[config.mk]
export PLATFORM = sky130hd
export DESIGN_NAME = tlb_top
export DESIGN_NICKNAME = d
export VERILOG_FILES = /design/src/logic/tlb_pkg.sv /design/src/logic/tlb_top.sv /design/src/logic/tlb_wb_front.sv /design/src/logic/tlb_commit.sv /design/src/logic/tlb_match.sv /design/src/logic/tlb_entry_store.sv /design/src/logic/plru_tree.sv
export SDC_FILE = /design/constraint.sdc
export NUM_CORES = 1
export LEC_CHECK = 0
export BUFFER_PORTS_ARGS = -buffer_cell sky130_fd_sc_hd__buf_4
export CELL_PAD_IN_SITES_DETAIL_PLACEMENT = 0
export CELL_PAD_IN_SITES_GLOBAL_PLACEMENT = 2
export CORE_MARGIN = 1
export CORE_UTILIZATION = 36
export DETAILED_ROUTE_END_ITERATION = 7
export PLACE_DENSITY = 0.72
export SLEW_MARGIN = 5
export SYNTH_ARGS = -nofsm -noshare
export SYNTH_HDL_FRONTEND = slang
export SYNTH_SLANG_ARGS = --single-unit
[constraint.sdc]
create_clock -name clk_i -period 4.2 [get_ports clk_i]
set_input_delay 0.21 -clock clk_i [delete_from_list [all_inputs] [get_ports clk_i]]
set_output_delay 0.21 -clock clk_i [all_outputs]
set_load 0.01 [all_outputs]
[src/logic/tlb_pkg.sv]
package tlb_pkg;

    // number of translation entries, kept a power of two for the plru tree
    localparam int unsigned TlbEntries  = 8;
    localparam int unsigned TlbIdxWidth = $clog2(TlbEntries);

    // page number widths
    localparam int unsigned VpnWidth = 12;
    localparam int unsigned PpnWidth = 12;

    // wishbone widths, word addressed
    localparam int unsigned WbDataWidth = 32;
    localparam int unsigned WbAdrWidth  = 14;

    // the address bits above the vpn carry the operation
    localparam int unsigned OpWidth = WbAdrWidth - VpnWidth;

    // operation codes
    // a read with OpLookup is a lookup, a write with it is an insert
    localparam logic [OpWidth-1:0] OpLookup = 2'd0;
    // only meaningful on a write
    localparam logic [OpWidth-1:0] OpFlush  = 2'd1;

    // response word layout
    // hit bit means the vpn was already present
    localparam int unsigned RespHitBit = 31;
    // low bit of the entry index field
    localparam int unsigned RespIdxLsb = 16;
    // ppn sits in the low bits of the word, everything else is zero

endpackage
[src/logic/tlb_top.sv]
module tlb_top
    import tlb_pkg::*;
(
    input  logic                   clk_i,
    input  logic                   rst_ni,
    // wishbone classic slave
    input  logic                   cyc_i,
    input  logic                   stb_i,
    input  logic                   we_i,
    input  logic [WbAdrWidth-1:0]  adr_i,
    input  logic [WbDataWidth-1:0] dat_i,
    output logic [WbDataWidth-1:0] dat_o,
    output logic                   ack_o
);

    // front to match
    logic                                req_valid;
    logic                                req_write;
    logic [OpWidth-1:0]                  req_op;
    logic [VpnWidth-1:0]                 req_vpn;
    logic [PpnWidth-1:0]                 req_ppn;

    // match to commit
    logic                                m_valid;
    logic                                m_write;
    logic [OpWidth-1:0]                  m_op;
    logic [VpnWidth-1:0]                 m_vpn;
    logic [PpnWidth-1:0]                 m_ppn;
    logic [TlbEntries-1:0]               m_hit;

    // commit to store, plru and front
    logic                                wr_en;
    logic [TlbIdxWidth-1:0]              wr_idx;
    logic [VpnWidth-1:0]                 wr_vpn;
    logic [PpnWidth-1:0]                 wr_ppn;
    logic                                flush;
    logic [TlbEntries-1:0]               used;
    logic                                rsp_valid;
    logic [WbDataWidth-1:0]              rsp_data;

    // store and plru state
    logic [TlbEntries-1:0]               entry_valid;
    logic [TlbEntries-1:0][VpnWidth-1:0] entry_vpn;
    logic [TlbEntries-1:0][PpnWidth-1:0] entry_ppn;
    logic [TlbEntries-1:0]               plru;

    tlb_wb_front u_front (
        .clk_i, .rst_ni, .cyc_i, .stb_i, .we_i, .adr_i, .dat_i, .dat_o, .ack_o,
        .req_valid, .req_write, .req_op, .req_vpn, .req_ppn,
        .rsp_valid, .rsp_data
    );

    tlb_match u_match (
        .clk_i, .rst_ni,
        .req_valid, .req_write, .req_op, .req_vpn, .req_ppn,
        .entry_valid, .entry_vpn,
        .m_valid, .m_write, .m_op, .m_vpn, .m_ppn, .m_hit
    );

    tlb_commit u_commit (
        .clk_i, .rst_ni,
        .m_valid, .m_write, .m_op, .m_vpn, .m_ppn, .m_hit,
        .entry_valid, .entry_ppn, .plru,
        .wr_en, .wr_idx, .wr_vpn, .wr_ppn, .flush, .used,
        .rsp_valid, .rsp_data
    );

    tlb_entry_store u_store (
        .clk_i, .rst_ni, .wr_en, .wr_idx, .wr_vpn, .wr_ppn, .flush,
        .entry_valid, .entry_vpn, .entry_ppn
    );

    plru_tree #(.ENTRIES(TlbEntries)) u_plru (
        .clk_i, .rst_ni, .used_i(used), .plru_o(plru)
    );

endmodule

[src/logic/tlb_wb_front.sv]
module tlb_wb_front
    import tlb_pkg::*;
(
    input  logic                   clk_i,
    input  logic                   rst_ni,
    // wishbone classic slave
    input  logic                   cyc_i,
    input  logic                   stb_i,
    input  logic                   we_i,
    input  logic [WbAdrWidth-1:0]  adr_i,
    input  logic [WbDataWidth-1:0] dat_i,
    output logic [WbDataWidth-1:0] dat_o,
    output logic                   ack_o,
    // request into the pipeline
    output logic                   req_valid,
    output logic                   req_write,
    output logic [OpWidth-1:0]     req_op,
    output logic [VpnWidth-1:0]    req_vpn,
    output logic [PpnWidth-1:0]    req_ppn,
    // response out of the pipeline
    input  logic                   rsp_valid,
    input  logic [WbDataWidth-1:0] rsp_data
);

    logic busy_q;
    logic accept;

    // new cycle only while idle, stb is ignored while an item is in flight
    assign accept = cyc_i && stb_i && !busy_q;

    always_ff @(posedge clk_i or negedge rst_ni) begin
        if (!rst_ni) begin
            busy_q    <= 1'b0;
            req_valid <= 1'b0;
        end else begin
            req_valid <= accept;
            if (rsp_valid) begin
                busy_q <= 1'b0;
            end else if (accept) begin
                busy_q <= 1'b1;
            end
        end
    end

    // address split: op on top, vpn below
    always_ff @(posedge clk_i) begin
        if (accept) begin
            req_write <= we_i;
            req_op    <= adr_i[WbAdrWidth-1:VpnWidth];
            req_vpn   <= adr_i[VpnWidth-1:0];
            req_ppn   <= dat_i[PpnWidth-1:0];
        end
    end

    // rsp_valid is already a register, passed straight to the bus
    assign ack_o = rsp_valid;
    assign dat_o = ack_o ? rsp_data : '0;

    // busy keeps a second item out until the master has seen the ack
    assert property (@(posedge clk_i) disable iff (!rst_ni) ack_o |=> !ack_o)
    else $error("tlb_wb_front: ack held for two cycles");

endmodule

[src/logic/tlb_commit.sv]
module tlb_commit
    import tlb_pkg::*;
(
    input  logic                                clk_i,
    input  logic                                rst_ni,
    // item from the match stage
    input  logic                                m_valid,
    input  logic                                m_write,
    input  logic [OpWidth-1:0]                  m_op,
    input  logic [VpnWidth-1:0]                 m_vpn,
    input  logic [PpnWidth-1:0]                 m_ppn,
    input  logic [TlbEntries-1:0]               m_hit,
    // store state and replacement candidate
    input  logic [TlbEntries-1:0]               entry_valid,
    input  logic [TlbEntries-1:0][PpnWidth-1:0] entry_ppn,
    input  logic [TlbEntries-1:0]               plru,
    // store write port and flush
    output logic                                wr_en,
    output logic [TlbIdxWidth-1:0]              wr_idx,
    output logic [VpnWidth-1:0]                 wr_vpn,
    output logic [PpnWidth-1:0]                 wr_ppn,
    output logic                                flush,
    // plru update
    output logic [TlbEntries-1:0]               used,
    // response back to the front
    output logic                                rsp_valid,
    output logic [WbDataWidth-1:0]              rsp_data
);

    logic                   any_hit;
    logic                   any_free;
    logic [TlbIdxWidth-1:0] hit_idx;
    logic [TlbIdxWidth-1:0] free_idx;
    logic [TlbIdxWidth-1:0] plru_idx;
    logic [TlbIdxWidth-1:0] tgt_idx;
    logic                   is_lookup;
    logic                   is_insert;
    logic                   is_flush;
    logic [WbDataWidth-1:0] rsp_d;

    assign any_hit  = |m_hit;
    assign any_free = ~&entry_valid;

    // one-hot to index, and lowest invalid entry by scanning downwards
    always_comb begin
        hit_idx  = '0;
        free_idx = '0;
        plru_idx = '0;
        for (int i = TlbEntries - 1; i >= 0; i--) begin
            if (m_hit[i]) hit_idx = TlbIdxWidth'(i);
            if (!entry_valid[i]) free_idx = TlbIdxWidth'(i);
            if (plru[i]) plru_idx = TlbIdxWidth'(i);
        end
    end

    // insert target: present entry, then a free one, then the plru victim
    assign tgt_idx = any_hit ? hit_idx : (any_free ? free_idx : plru_idx);

    assign is_lookup = m_valid && !m_write && (m_op == OpLookup);
    assign is_insert = m_valid && m_write && (m_op == OpLookup);
    assign is_flush  = m_valid && m_write && (m_op == OpFlush);

    // store side acts in the same cycle the response is registered
    assign wr_en  = is_insert;
    assign wr_idx = tgt_idx;
    assign wr_vpn = m_vpn;
    assign wr_ppn = m_ppn;
    assign flush  = is_flush;

    always_comb begin
        used  = '0;
        rsp_d = '0;
        if (is_lookup && any_hit) begin
            used                               = m_hit;
            rsp_d[RespHitBit]                  = 1'b1;
            rsp_d[RespIdxLsb +: TlbIdxWidth]   = hit_idx;
            rsp_d[PpnWidth-1:0]                = entry_ppn[hit_idx];
        end else if (is_insert) begin
            used[tgt_idx]                      = 1'b1;
            rsp_d[RespHitBit]                  = any_hit;
            rsp_d[RespIdxLsb +: TlbIdxWidth]   = tgt_idx;
            rsp_d[PpnWidth-1:0]                = m_ppn;
        end
        // miss, flush and unknown ops answer with zero
    end

    always_ff @(posedge clk_i or negedge rst_ni) begin
        if (!rst_ni) begin
            rsp_valid <= 1'b0;
        end else begin
            rsp_valid <= m_valid;
        end
    end

    always_ff @(posedge clk_i) begin
        if (m_valid) begin
            rsp_data <= rsp_d;
        end
    end

    // the plru tree expects a single touched entry per cycle
    assert property (@(posedge clk_i) disable iff (!rst_ni) $onehot0(used))
    else $error("tlb_commit: more than one entry marked used");

endmodule

[src/logic/tlb_match.sv]
module tlb_match
    import tlb_pkg::*;
(
    input  logic                                clk_i,
    input  logic                                rst_ni,
    // request from the bus front
    input  logic                                req_valid,
    input  logic                                req_write,
    input  logic [OpWidth-1:0]                  req_op,
    input  logic [VpnWidth-1:0]                 req_vpn,
    input  logic [PpnWidth-1:0]                 req_ppn,
    // current store contents
    input  logic [TlbEntries-1:0]               entry_valid,
    input  logic [TlbEntries-1:0][VpnWidth-1:0] entry_vpn,
    // registered request plus hit vector
    output logic                                m_valid,
    output logic                                m_write,
    output logic [OpWidth-1:0]                  m_op,
    output logic [VpnWidth-1:0]                 m_vpn,
    output logic [PpnWidth-1:0]                 m_ppn,
    output logic [TlbEntries-1:0]               m_hit
);

    logic [TlbEntries-1:0] hit_d;

    // fully associative compare, all tags in parallel
    always_comb begin
        for (int unsigned i = 0; i < TlbEntries; i++) begin
            hit_d[i] = entry_valid[i] && (entry_vpn[i] == req_vpn);
        end
    end

    always_ff @(posedge clk_i or negedge rst_ni) begin
        if (!rst_ni) begin
            m_valid <= 1'b0;
        end else begin
            m_valid <= req_valid;
        end
    end

    // payload, only looked at while m_valid is high
    always_ff @(posedge clk_i) begin
        if (req_valid) begin
            m_write <= req_write;
            m_op    <= req_op;
            m_vpn   <= req_vpn;
            m_ppn   <= req_ppn;
            m_hit   <= hit_d;
        end
    end

    // inserts reuse a hitting entry, so a vpn never lives twice in the store
    assert property (@(posedge clk_i) disable iff (!rst_ni) m_valid |-> $onehot0(m_hit))
    else $error("tlb_match: vpn found in more than one entry");

endmodule

[src/logic/tlb_entry_store.sv]
module tlb_entry_store
    import tlb_pkg::*;
(
    input  logic                                clk_i,
    input  logic                                rst_ni,
    // single write port
    input  logic                                wr_en,
    input  logic [TlbIdxWidth-1:0]              wr_idx,
    input  logic [VpnWidth-1:0]                 wr_vpn,
    input  logic [PpnWidth-1:0]                 wr_ppn,
    // invalidate all entries
    input  logic                                flush,
    // full contents, read by match and commit
    output logic [TlbEntries-1:0]               entry_valid,
    output logic [TlbEntries-1:0][VpnWidth-1:0] entry_vpn,
    output logic [TlbEntries-1:0][PpnWidth-1:0] entry_ppn
);

    logic [TlbEntries-1:0]               valid_q;
    logic [TlbEntries-1:0][VpnWidth-1:0] vpn_q;
    logic [TlbEntries-1:0][PpnWidth-1:0] ppn_q;

    // valid bits, flush wins over nothing since both never coincide
    always_ff @(posedge clk_i or negedge rst_ni) begin
        if (!rst_ni) begin
            valid_q <= '0;
        end else if (flush) begin
            valid_q <= '0;
        end else if (wr_en) begin
            valid_q[wr_idx] <= 1'b1;
        end
    end

    // tags and ppns only change on a write
    // flush leaves them, valid gates every use
    always_ff @(posedge clk_i) begin
        if (wr_en) begin
            vpn_q[wr_idx] <= wr_vpn;
            ppn_q[wr_idx] <= wr_ppn;
        end
    end

    assign entry_valid = valid_q;
    assign entry_vpn   = vpn_q;
    assign entry_ppn   = ppn_q;

    // commit decodes one operation per item, so these are exclusive
    assert property (@(posedge clk_i) disable iff (!rst_ni) !(wr_en && flush))
    else $error("tlb_entry_store: write and flush in the same cycle");

endmodule

[src/logic/plru_tree.sv]
module plru_tree #(
    parameter int unsigned ENTRIES = 8
) (
    input  logic               clk_i,
    input  logic               rst_ni,
    // entry i was touched this cycle, at most one bit
    input  logic [ENTRIES-1:0] used_i,
    // entry i is the one to replace next, exactly one bit
    output logic [ENTRIES-1:0] plru_o
);

    localparam int unsigned LogEntries = $clog2(ENTRIES);

    // tree nodes, heap ordered
    // node 0 is the root, children of node n are 2n+1 and 2n+2
    //
    //            0
    //          /   \
    //         1     2
    //        / \   / \
    //       3   4 5   6
    //
    // a node value of 0 points left, 1 points right
    logic [ENTRIES-2:0] tree_q;
    logic [ENTRIES-2:0] tree_d;

    // node on the path to entry i at level lvl
    function automatic int unsigned node_idx(int unsigned i, int unsigned lvl);
        return ((2 ** lvl) - 1) + (i >> (LogEntries - lvl));
    endfunction

    // branch taken at level lvl on the way to entry i, msb first
    function automatic logic path_bit(int unsigned i, int unsigned lvl);
        return 1'((i >> (LogEntries - lvl - 1)) & 1);
    endfunction

    // update
    // every node on the path of a used entry is turned to point
    // at the other half, so that entry becomes most recently used
    always_comb begin : tree_update
        tree_d = tree_q;
        for (int unsigned i = 0; i < ENTRIES; i++) begin
            if (used_i[i]) begin
                for (int unsigned lvl = 0; lvl < LogEntries; lvl++) begin
                    tree_d[node_idx(i, lvl)] = ~path_bit(i, lvl);
                end
            end
        end
    end

    // decode
    // an entry is the candidate when every node on its path
    // points the same way as the path itself
    always_comb begin : tree_decode
        plru_o = '1;
        for (int unsigned i = 0; i < ENTRIES; i++) begin
            for (int unsigned lvl = 0; lvl < LogEntries; lvl++) begin
                if (path_bit(i, lvl)) begin
                    plru_o[i] &= tree_q[node_idx(i, lvl)];
                end else begin
                    plru_o[i] &= ~tree_q[node_idx(i, lvl)];
                end
            end
        end
    end

    // all zero after reset, candidate is entry 0
    always_ff @(posedge clk_i or negedge rst_ni) begin
        if (!rst_ni) begin
            tree_q <= '0;
        end else begin
            tree_q <= tree_d;
        end
    end

    // the heap layout only works for a full binary tree
    initial begin
        assert (ENTRIES == 2 ** LogEntries)
        else $error("plru_tree: ENTRIES must be a power of two");
    end

endmodule

After elaboration in Yosys (flattened, before gate mapping)
Cells that the tools add are included.

word-level totals
  flip-flop bits (word level) = 289
  output and inout port bits = 33
  word-level logic and storage cells = 167
  bits of input ports = 51

cells by class
  eq/ne operators = 9
  $lt $le $gt $ge = 3
  reductions and logical operators = 31
  muxes and demuxes = 65
  bitwise gates (word level) = 20

operator list
  kind                                                                    number
  96-bit bitwise mux                                                      2
  12-bit equality test                                                    8
  3-bit two-way mux                                                       28
  12-bit two-way mux                                                      4
  12-bit binary-select mux with 3-bit select                              1
  12-bit demux with 3-bit select                                          1
  32-bit two-way mux                                                      1
  8-bit two-way mux                                                       4
  1-bit two-way mux                                                       19
  1-bit logical AND                                                       17
  1-bit bitwise AND                                                       12
  2-bit nonzero test                                                      6
  3-bit by 4-bit < comparator with 1-bit output (second input constant)   2
  2-bit two-way mux                                                       4
  8-bit bitwise OR                                                        1
  8-bit AND reduction                                                     1
  4-bit nonzero test                                                      2
  8-bit nonzero test                                                      1
  8-bit OR reduction                                                      1
  1-bit inverter                                                          7
  1-bit demux with 3-bit select                                           1
  3-bit by 1-bit >= comparator with 1-bit output (second input constant)  1
  2-bit by 1-bit equality test with 1-bit output (second input constant)  1
  1-bit logical NOT                                                       2
  2-bit logical NOT                                                       1

Depth between registers and ports, before layout
Gate-level depths: netlist (run 1).

  word-level depth = 26
  gate-level depth with buffers = 8
  gate-level depth less buffers = 6

By module
Synthesis (run 1) repeated with hierarchy kept, for this count alone.

second synthesis, totals
  cell total of the unflattened synthesis = 788
  area total of the unflattened synthesis = 12142.9 um^2

modules (own cells, without submodules)
  module           times used  cells each  sequential area each (um^2)  area each (um^2)
  tlb_entry_store  1           234         5965.7                       6150.9
  tlb_match        1           184         1076.0                       2322.2
  tlb_commit       1           269         505.5                        2262.2
  tlb_wb_front     1           69          860.8                        1099.8
  plru_tree        1           32          175.2                        307.8

Worst setup path after synthesis (run 1)
OpenSTA, ideal clock, no wires.

  path type = reg-to-reg
  from = register u_match.m_hit[1] (netlist name)
  to = register u_store.ppn_q, in the netlist u_store.entry_ppn[24], enable pin
  setup slack = -272 ps
  setup time = 469 ps
  clock period less this slack = 4472 ps
  path buffers = 0
  stages on the path, launching flop included = 6
  required time = 3731 ps
  arrival = 4003 ps
  cells stage by stage = edfxtp_1 or4_4 nor2b_4 o211ai_4 and2_4 nor4_1

RTL lines
  item                             RTL line               RTL
  to (signal, indexed assignment)  tlb_entry_store.sv:39  ppn_q[wr_idx] <= wr_ppn;
  to (decl)                        tlb_entry_store.sv:21  logic [TlbEntries-1:0][PpnWidth-1:0] ppn_q;

==> results of run 1 <==
## per-layer routing
| layer | vias to the layer above | track usage |
|---|---|---|
| met3 | 44 | 0.0207 |
| met2 | 127 | 0.249 |
| met1 | 2992 | 0.202 |
| li1 | 2734 | - |
| met4 | 0 | 0.0452 |
| met5 | - | 0 |
## kinds of logic after synthesis
group / synth area share
DFF: 0.754
and+or+nand+nor: 0.0600
xor gates and xnor gates: 0.0738
AOI/OAI and AO/OA: 0.0467
muxes: 0.0453
buffers and inverters: 0.0204
other: 0.000329
## through the flow
stage          hold slack (ns)  setup TNS [ns]  power (uW)
2_1_floorplan          -0.0856          -13.08        3440
3_3_place_gp             0.110               0        3520
3_5_place_dp             0.113               0        3530
4_1_cts                 0.0749               0        6200
5_1_grt                  0.118               0        6340
6_report                0.0940               0        6130
## power breakdown
group          internal (uW)  switching [uW]  leakage, uW  total (uW)
registers               3200            77.1      0.00269        3280
clock network           1580            1050     0.000481        2640
logic                    112             106      0.00155         218
total                   4890            1240      0.00472        6130
## area by class of cell
type / instances / area, um2
Sequential cell: 289 / 8580
Tap cell: 396 / 495
Multi-Input combinational cell: 354 / 2670
Inverter: 4 / 15.0
Timing Repair Buffer: 92 / 791
Clock buffer: 35 / 791
Fill cell: 2695 / 17300
Clock inverter: 19 / 195
## layout by cell type, fill, tap and decap left out, types with 9 or more instances in the layout
cell type | Yosys | layout
buf_4 | 16 | 60
dfrtp_1 | 19 | 19
nand4_1 | 14 | 14
xnor2_1 | 63 | 63
nand2_1 | 13 | 13
o22ai_1 | 23 | 23
clkbuf_16 | 0 | 31
dlygate4sd3_1 | 0 | 30
conb_1 | 1 | 16
edfxtp_1 | 270 | 270
a21oi_1 | 10 | 9
a211o_1 | 11 | 11
and2_1 | 17 | 17
xor2_1 | 33 | 33
nor2_1 | 19 | 16
nand3_1 | 15 | 15
mux2i_1 | 47 | 47
nor4_1 | 11 | 9
## registers in the layout, indices dropped and copies added (netlist names)
register	cells
u_commit.rsp_data	16
u_commit.rsp_valid	1
u_front.busy_q	1
u_front.req_op	2
u_front.req_ppn	12
u_front.req_valid	1
u_front.req_vpn	12
u_front.req_write	1
u_match.m_hit	8
u_match.m_op	2
u_match.m_ppn	12
u_match.m_valid	1
u_match.m_vpn	12
u_match.m_write	1
u_plru.tree_q	7
u_store.entry_ppn	96
u_store.entry_valid	8
u_store.entry_vpn	96
## repair_timing
action	4_1_cts	5_1_grt
endpoints found under the hold margin	47	0
resized for setup	0	0
hold buffers	30	0
## how the worst max path moves through the flow
stage                     start                    end  slack, ns  cells past startpoint
2_1_floorplan  u_match.m_hit[1]  u_store.entry_ppn[24]      -0.27                      5
3_3_place_gp   u_match.m_hit[0]  u_store.entry_vpn[12]       1.17                      6
5_1_grt        u_match.m_hit[1]  u_store.entry_vpn[14]       0.94                      6
4_1_cts        u_match.m_hit[1]  u_store.entry_vpn[14]       1.05                      6
3_5_place_dp   u_match.m_hit[1]  u_store.entry_vpn[19]       1.07                      6
6_report       u_match.m_hit[1]  u_store.entry_vpn[17]       1.05                      6
==> summary.txt, run 1 <==
Die
  – Core ar.: 30800 um2
  – Io pins: 84
  – Full die area: 32400 um2
  – # rows: 64
  – Die Height: 180 um
  – Die width: 180 um
  – Initial Util: 0.369

Final layout
  – Nets: 823
  – Synthesis-to-layout area growth: 18.9%
  – Layout Cells excl Fill: 1189
  – Final Cell Area: 13500 um2
  – Final core occ: 0.439
  – Layout cell share with drive strength beyond 1: 0.159
  – Ant. Diodes: 0

Synthesis
  – Avg Inst Size Synth: 17.0 um2
  – Async SR Flop Fraction: 0.0657
  – Post-synth top area share: 0.712
  – Unique masters post-synth: 52
  – Synth Flop Type: edfxtp_1
  – Syn Std Cell Area: 11400 um2
  – Most common library cells after synthesis: edfxtp_1, xnor2_1, mux2i_1
  – Post-synthesis register bit count: 289
  – Cell count after synthesis: 672
  – Sequential area share after synthesis: 0.754
  – Top post-synthesis cells by area: edfxtp_1, xnor2_1, dfrtp_1
  – Number of synthesized flops with an enable pin: 270
  – Yosys warns: 0
  – Largest area contributor in the netlist: edfxtp_1
  – Count leader, synth: edfxtp_1

Timing
  – RSZ-0062 raised after global routing: false
  – Slew Limit Fails: 0
  – Slew HR: 0.275
  – Setup violations, final: 0
  – Final Hold Viols: 0
  – Clock period minus worst slack: between 3 and 4 ns
  – Final Worst Setup Slack: 1.05 ns
  – Worst-margin pin slew: 1.08 ns
  – FMAX: 317 MHz
  – Period utilization: 0.751
  – Clock Skew: 0.0141 ns

Place
  – RePlAce Congestion: 0.783
  – Pre-CTS setup slack: 1.07 ns
  – Detailed Place HPWL: 14600 um
  – I/O Buffers: 47
  – Post-Place Cells: approximately 1100
  – Dpl cell area: 12300 um2

Global routing
  – First-pass GRT wire length: 36500 um
  – All-Layer GR Usage: 0.149
  – Pin count of the biggest net entering global routing: 29
  – Number of global-route vias before repair: between 6000 and 7000
  – Total gr overflow: 0
  – Initial antenna violation count: 0

Clock network
  – Clk sinks: 289
  – CTS root buf: clkbuf_16
  – Clock buffer depth: 3
  – Total CTS buffers: 31
  – Worst-Skew Late Latency: 0.55 ns
  – Postcts setup bufs: 0
  – CTS tree: done
  – Number of H-tree levels: 1
  – Reg clk slew, reported paths: 0.06 ns

Drt
  – DRT Pass-1 Iters: 6
  – Drt wl/cell: 19.9 um
  – Via density: 4.96
  – Drt drc: 7
  – DR vias: around 6000
  – DR WL met3: 923 um
  – Top Metal Used: met4
  – DRT iter0 DRCs: 461
  – Routed met2 length: around 12000 um
  – Final wirelength: 23700 um
  – WL met1: between 10000 and 15000 um
  – Post-route ant nets: 0

Critical path
  – Crit path DAT: 3.37 ns
  – Reg2reg setup slack: 1.05 ns
  – Bufs and invs on worst path: 1
  – Critical path type: flop to flop
  – RR Endpoint: u_store.entry_vpn[17]
  – Worst path cell trace: or4_4 > nor2b_4 > o211ai_1 > nand3b_1 > nor2b_2 > buf_4
  – Slowest stage delay, CP: roughly 0.62 ns
  – Reg2reg start: u_match.m_hit[1]
  – Crit. End Element: flop
  – Critical Path Fanout Max: 20
  – Reg2Reg Depth: 6
  – Slowest cell on crit path: or4_4
  – Worst EP required: 4.42 ns
  – CP delay by family, top: simple AND/OR/NAND/NOR gates
  – Setup crit start kind: flop

Power and ir drop
  – Leak Pwr: about 0.0047 uW
  – PD cells: 453 nW/um2
  – Peak VDD IR: 0.264 mV

Status
  – Failing checks: DRC
  – Status: finished, violations left

Flow run
  – # Max-Cap Violations: 0

Hold path
  – Hold WC Path Type: primary input to async pin
Note: power is estimated with default switching activity, not from simulation.
==> run 2, diff against run 1 <==
ABC_AREA = 1   (was not set)
PLACE_DENSITY = 0.73   (was 0.72)
clock period = 3 ns   (was 4.2 ns; I/O delays follow)
==> run 2 against run 1 <==
Net effect: critical path depth increased by 8; combinational power up 33%; clock power is 52% higher; core utilization fell by 0.39 points; synthesized cell count rose by 34%; via count grew 18%; highest routed layer is now met5; sequential share of layout area fell by 2.6 points; register-to-register slack worse by 0.48 ns; the run now ends clean; design area grew 4.3%; fmax grew 29%; critical path type unchanged; power grew 44%; wire length grew 17%.
==> summary.txt, run 2 <==
Status
  – Status: finished, final reports clean

Drt
  – Final wirelength: 27700 um (+17%)
  – Via density: 4.73 (-4.7%)
  – Post-route ant nets: 0 (unchanged)
  – Drt wl/cell: 18.9 um (-5.4%)
  – DRT iter0 DRCs: 491 (+6.5%)
  – DRT Pass-1 Iters: 6 (unchanged)
  – Drt drc: 0 (-7)
  – DR vias: 6942 (+18%)

Die
  – # rows: 66 (+3.1%)
  – Full die area: 33600 um2 (+3.9%)
  – Core ar.: 32500 um2 (+5.3%)
  – Initial Util: 0.365 (-0.00469)
  – Io pins: 84 (unchanged)
  – Die Height: 183 um (+1.9%)
  – Die width: 183 um (+1.9%)

Synthesis
  – Syn Std Cell Area: 11800 um2 (+3.9%)
  – Top post-synthesis cells by area: edfxtp_1, nand2_1, dfrtp_1
  – Async SR Flop Fraction: 0.0657 (unchanged)
  – Number of synthesized flops with an enable pin: 270 (unchanged)
  – Post-synthesis register bit count: 289 (unchanged)
  – Largest area contributor in the netlist: edfxtp_1
  – Most common library cells after synthesis: edfxtp_1, nand2_1, inv_1
  – Sequential area share after synthesis: 0.725 (-0.0285)
  – Yosys warns: 0 (unchanged)
  – Count leader, synth: edfxtp_1
  – Post-synth top area share: 0.685 (-0.0269)
  – Cell count after synthesis: 903 (+34%)
  – Synth Flop Type: edfxtp_1
  – Avg Inst Size Synth: 13.1 um2 (-23%)
  – Unique masters post-synth: 43 (-17%)

Timing
  – Slew Limit Fails: 0 (unchanged)
  – Worst-margin pin slew: 1.04 ns (-0.0456 ns)
  – RSZ-0062 raised after global routing: false
  – Setup violations, final: 0 (unchanged)
  – FMAX: 410 MHz (+29%)
  – Period utilization: 0.813 (+0.0618)
  – Clock period minus worst slack: 2.44 ns (-0.716 ns)
  – Final Hold Viols: 0 (unchanged)
  – Hold WS: 0.0691 ns (-0.0250 ns)
  – Clock Skew: 0.0146 ns (+0.000542 ns)
  – Slew HR: 0.307 (+0.0321)
  – TNS Setup: 0 ns (unchanged)

Final layout
  – Leading cell type in the layout, fill and taps excluded: edfxtp_1
  – Synthesis-to-layout area growth: 19.4%
  – Most frequent cells in the layout: edfxtp_1, nand2_1, inv_1
  – Nets: 1057 (+28%)
  – Ant. Diodes: 0 (unchanged)
  – Layout cell share with drive strength beyond 1: 0.171 (+0.0125)
  – Final core occ: 0.435 (-0.00386)

Place
  – I/O Buffers: 47 (unchanged)
  – RePlAce Congestion: 0.783 (about the same)
  – Detailed Place HPWL: 17000 um (+16%)

Critical path
  – Reg2reg setup slack: 0.56 ns (-0.48 ns)
  – CP delay by family, top: buffers and inverters
  – Setup crit start kind: flop
  – Reg2reg start: u_match.m_hit[5]
  – Critical path type: flop to flop
  – Slowest stage delay, CP: 0.48 ns (-0.14 ns)
  – Critical Path Fanout Max: 57 (+190%)
  – Worst path cell trace: inv_1 > nand2_1 > nand2_1 > nand2_1 > nand2_1 > nand2_1 > nand2_2 > buf_4 > inv_1 > buf_4 > o21ai_0 > o22ai_1 > nand2_1 > nand3_1
  – Crit path DAT: 2.70 ns (-0.67 ns)
  – RR Endpoint: u_commit.rsp_data[2]
  – Bufs and invs on worst path: 4 (+3)
  – Reg2Reg Depth: 14 (+8)
  – Slowest cell on crit path: buf_4
  – Most frequent CP cell: nand2_1
  – Crit. End Element: flop
  – Worst EP required: 3.26 ns (-1.16 ns)

Clock network
  – Clk sinks: 289 (unchanged)
  – Clock buffer depth: 3 (unchanged)
  – Worst-Skew Late Latency: 0.52 ns (-0.03 ns)
  – CTS tree: done
  – Number of H-tree levels: 2 (+1)
  – CTS root buf: clkbuf_16
  – Postcts setup bufs: 0 (unchanged)
  – Hold_buf cts: 30 (unchanged)
  – Reg clk slew, reported paths: 0.06 ns (about the same)
  – Total CTS buffers: 34 (+9.7%)
  – # resized after CTS: 0 (unchanged)

Global routing
  – All-Layer GR Usage: 0.170 (+0.0207)
  – Total gr overflow: 0 (unchanged)
  – Number of global-route vias before repair: 6783 (+13%)
  – First-pass GRT wire length: 41800 um (+14%)
  – Pin count of the biggest net entering global routing: 58 (+100%)
  – Initial antenna violation count: 3 (+3)

Power and ir drop
  – Leak Pwr: 0.00528 uW (+12%)
  – Total Power: 8820 uW (+44%)
  – PD cells: 625 nW/um2 (+38%)
  – Peak VDD IR: 0.333 mV (+26%)

Flow run
  – # Max-Cap Violations: 0 (unchanged)

Hold path
  – Hold WC Path Type: primary input to async pin
[run 2: stage by stage]
step	instance area (um2)	std cells	worst slack, ns
2_1_floorplan	11900	918	0.561
3_3_place_gp	12800	1382	0.577
3_5_place_dp	12800	1382	0.541
4_1_cts	14100	1469	0.525
5_1_grt	14100	1469	0.284
6_report	14100	1469	0.561
[run 2: layer usage]
metal | GRT usage | vias to the layer above | part of all wire
li1 | - | 3374 | -
met1 | 0.235 | 3371 | 0.46
met2 | 0.278 | 162 | 0.48
met3 | 0.0274 | 33 | 0.049
met4 | 0.0460 | 2 | 0.016
met5 | 0 | - | 0.00040
[run 2: how the worst max path moves through the flow]
stage	cells past startpoint	slack (ns)	from	endpoint
after floorplan	6	0.56	u_match.m_valid	u_store.entry_ppn[36]
after global placement	14	0.58	u_match.m_hit[5]	u_commit.rsp_data[0]
after detailed placement	14	0.54	u_match.m_hit[5]	u_commit.rsp_data[5]
final	14	0.56	u_match.m_hit[5]	u_commit.rsp_data[2]
after CTS	14	0.52	u_match.m_hit[5]	u_commit.rsp_data[5]
after global routing	15	0.28	u_match.m_hit[6]	u_commit.rsp_data[5]
[run 2: logic make-up (layout without fill, tap and decap cells)]
group,after synthesis,count (layout),share of synthesized area
AOI/OAI and AO/OA,136,136,0.0704
buffers and inverters,137,246,0.0519
DFF,289,289,0.725
xor gates and xnor gates,39,39,0.0289
and+or+nand+nor,301,301,0.124
other,1,16,0.000317
[run 2: power breakdown]
part / total (uW) / leakage [uW] / internal [uW] / switching [uW]
Clock: 4010 / 0.000526 / 2400 / 1600
Combinational: 290 / 0.00208 / 125 / 165
Sequential: 4530 / 0.00268 / 4450 / 80.5
Total: 8820 / 0.00528 / 6980 / 1850
[run 2: area by class of cell]
| type | count | area (um2) |
|---|---|---|
| Tap cell | 442 | 553 |
| Clock buffer | 42 | 902 |
| Fill cell | 2988 | 18300 |
| Inverter | 91 | 342 |
| Timing Repair Buffer | 98 | 873 |
| Sequential cell | 289 | 8580 |
| Clock inverter | 15 | 171 |
| Multi-Input combinational cell | 492 | 2710 |
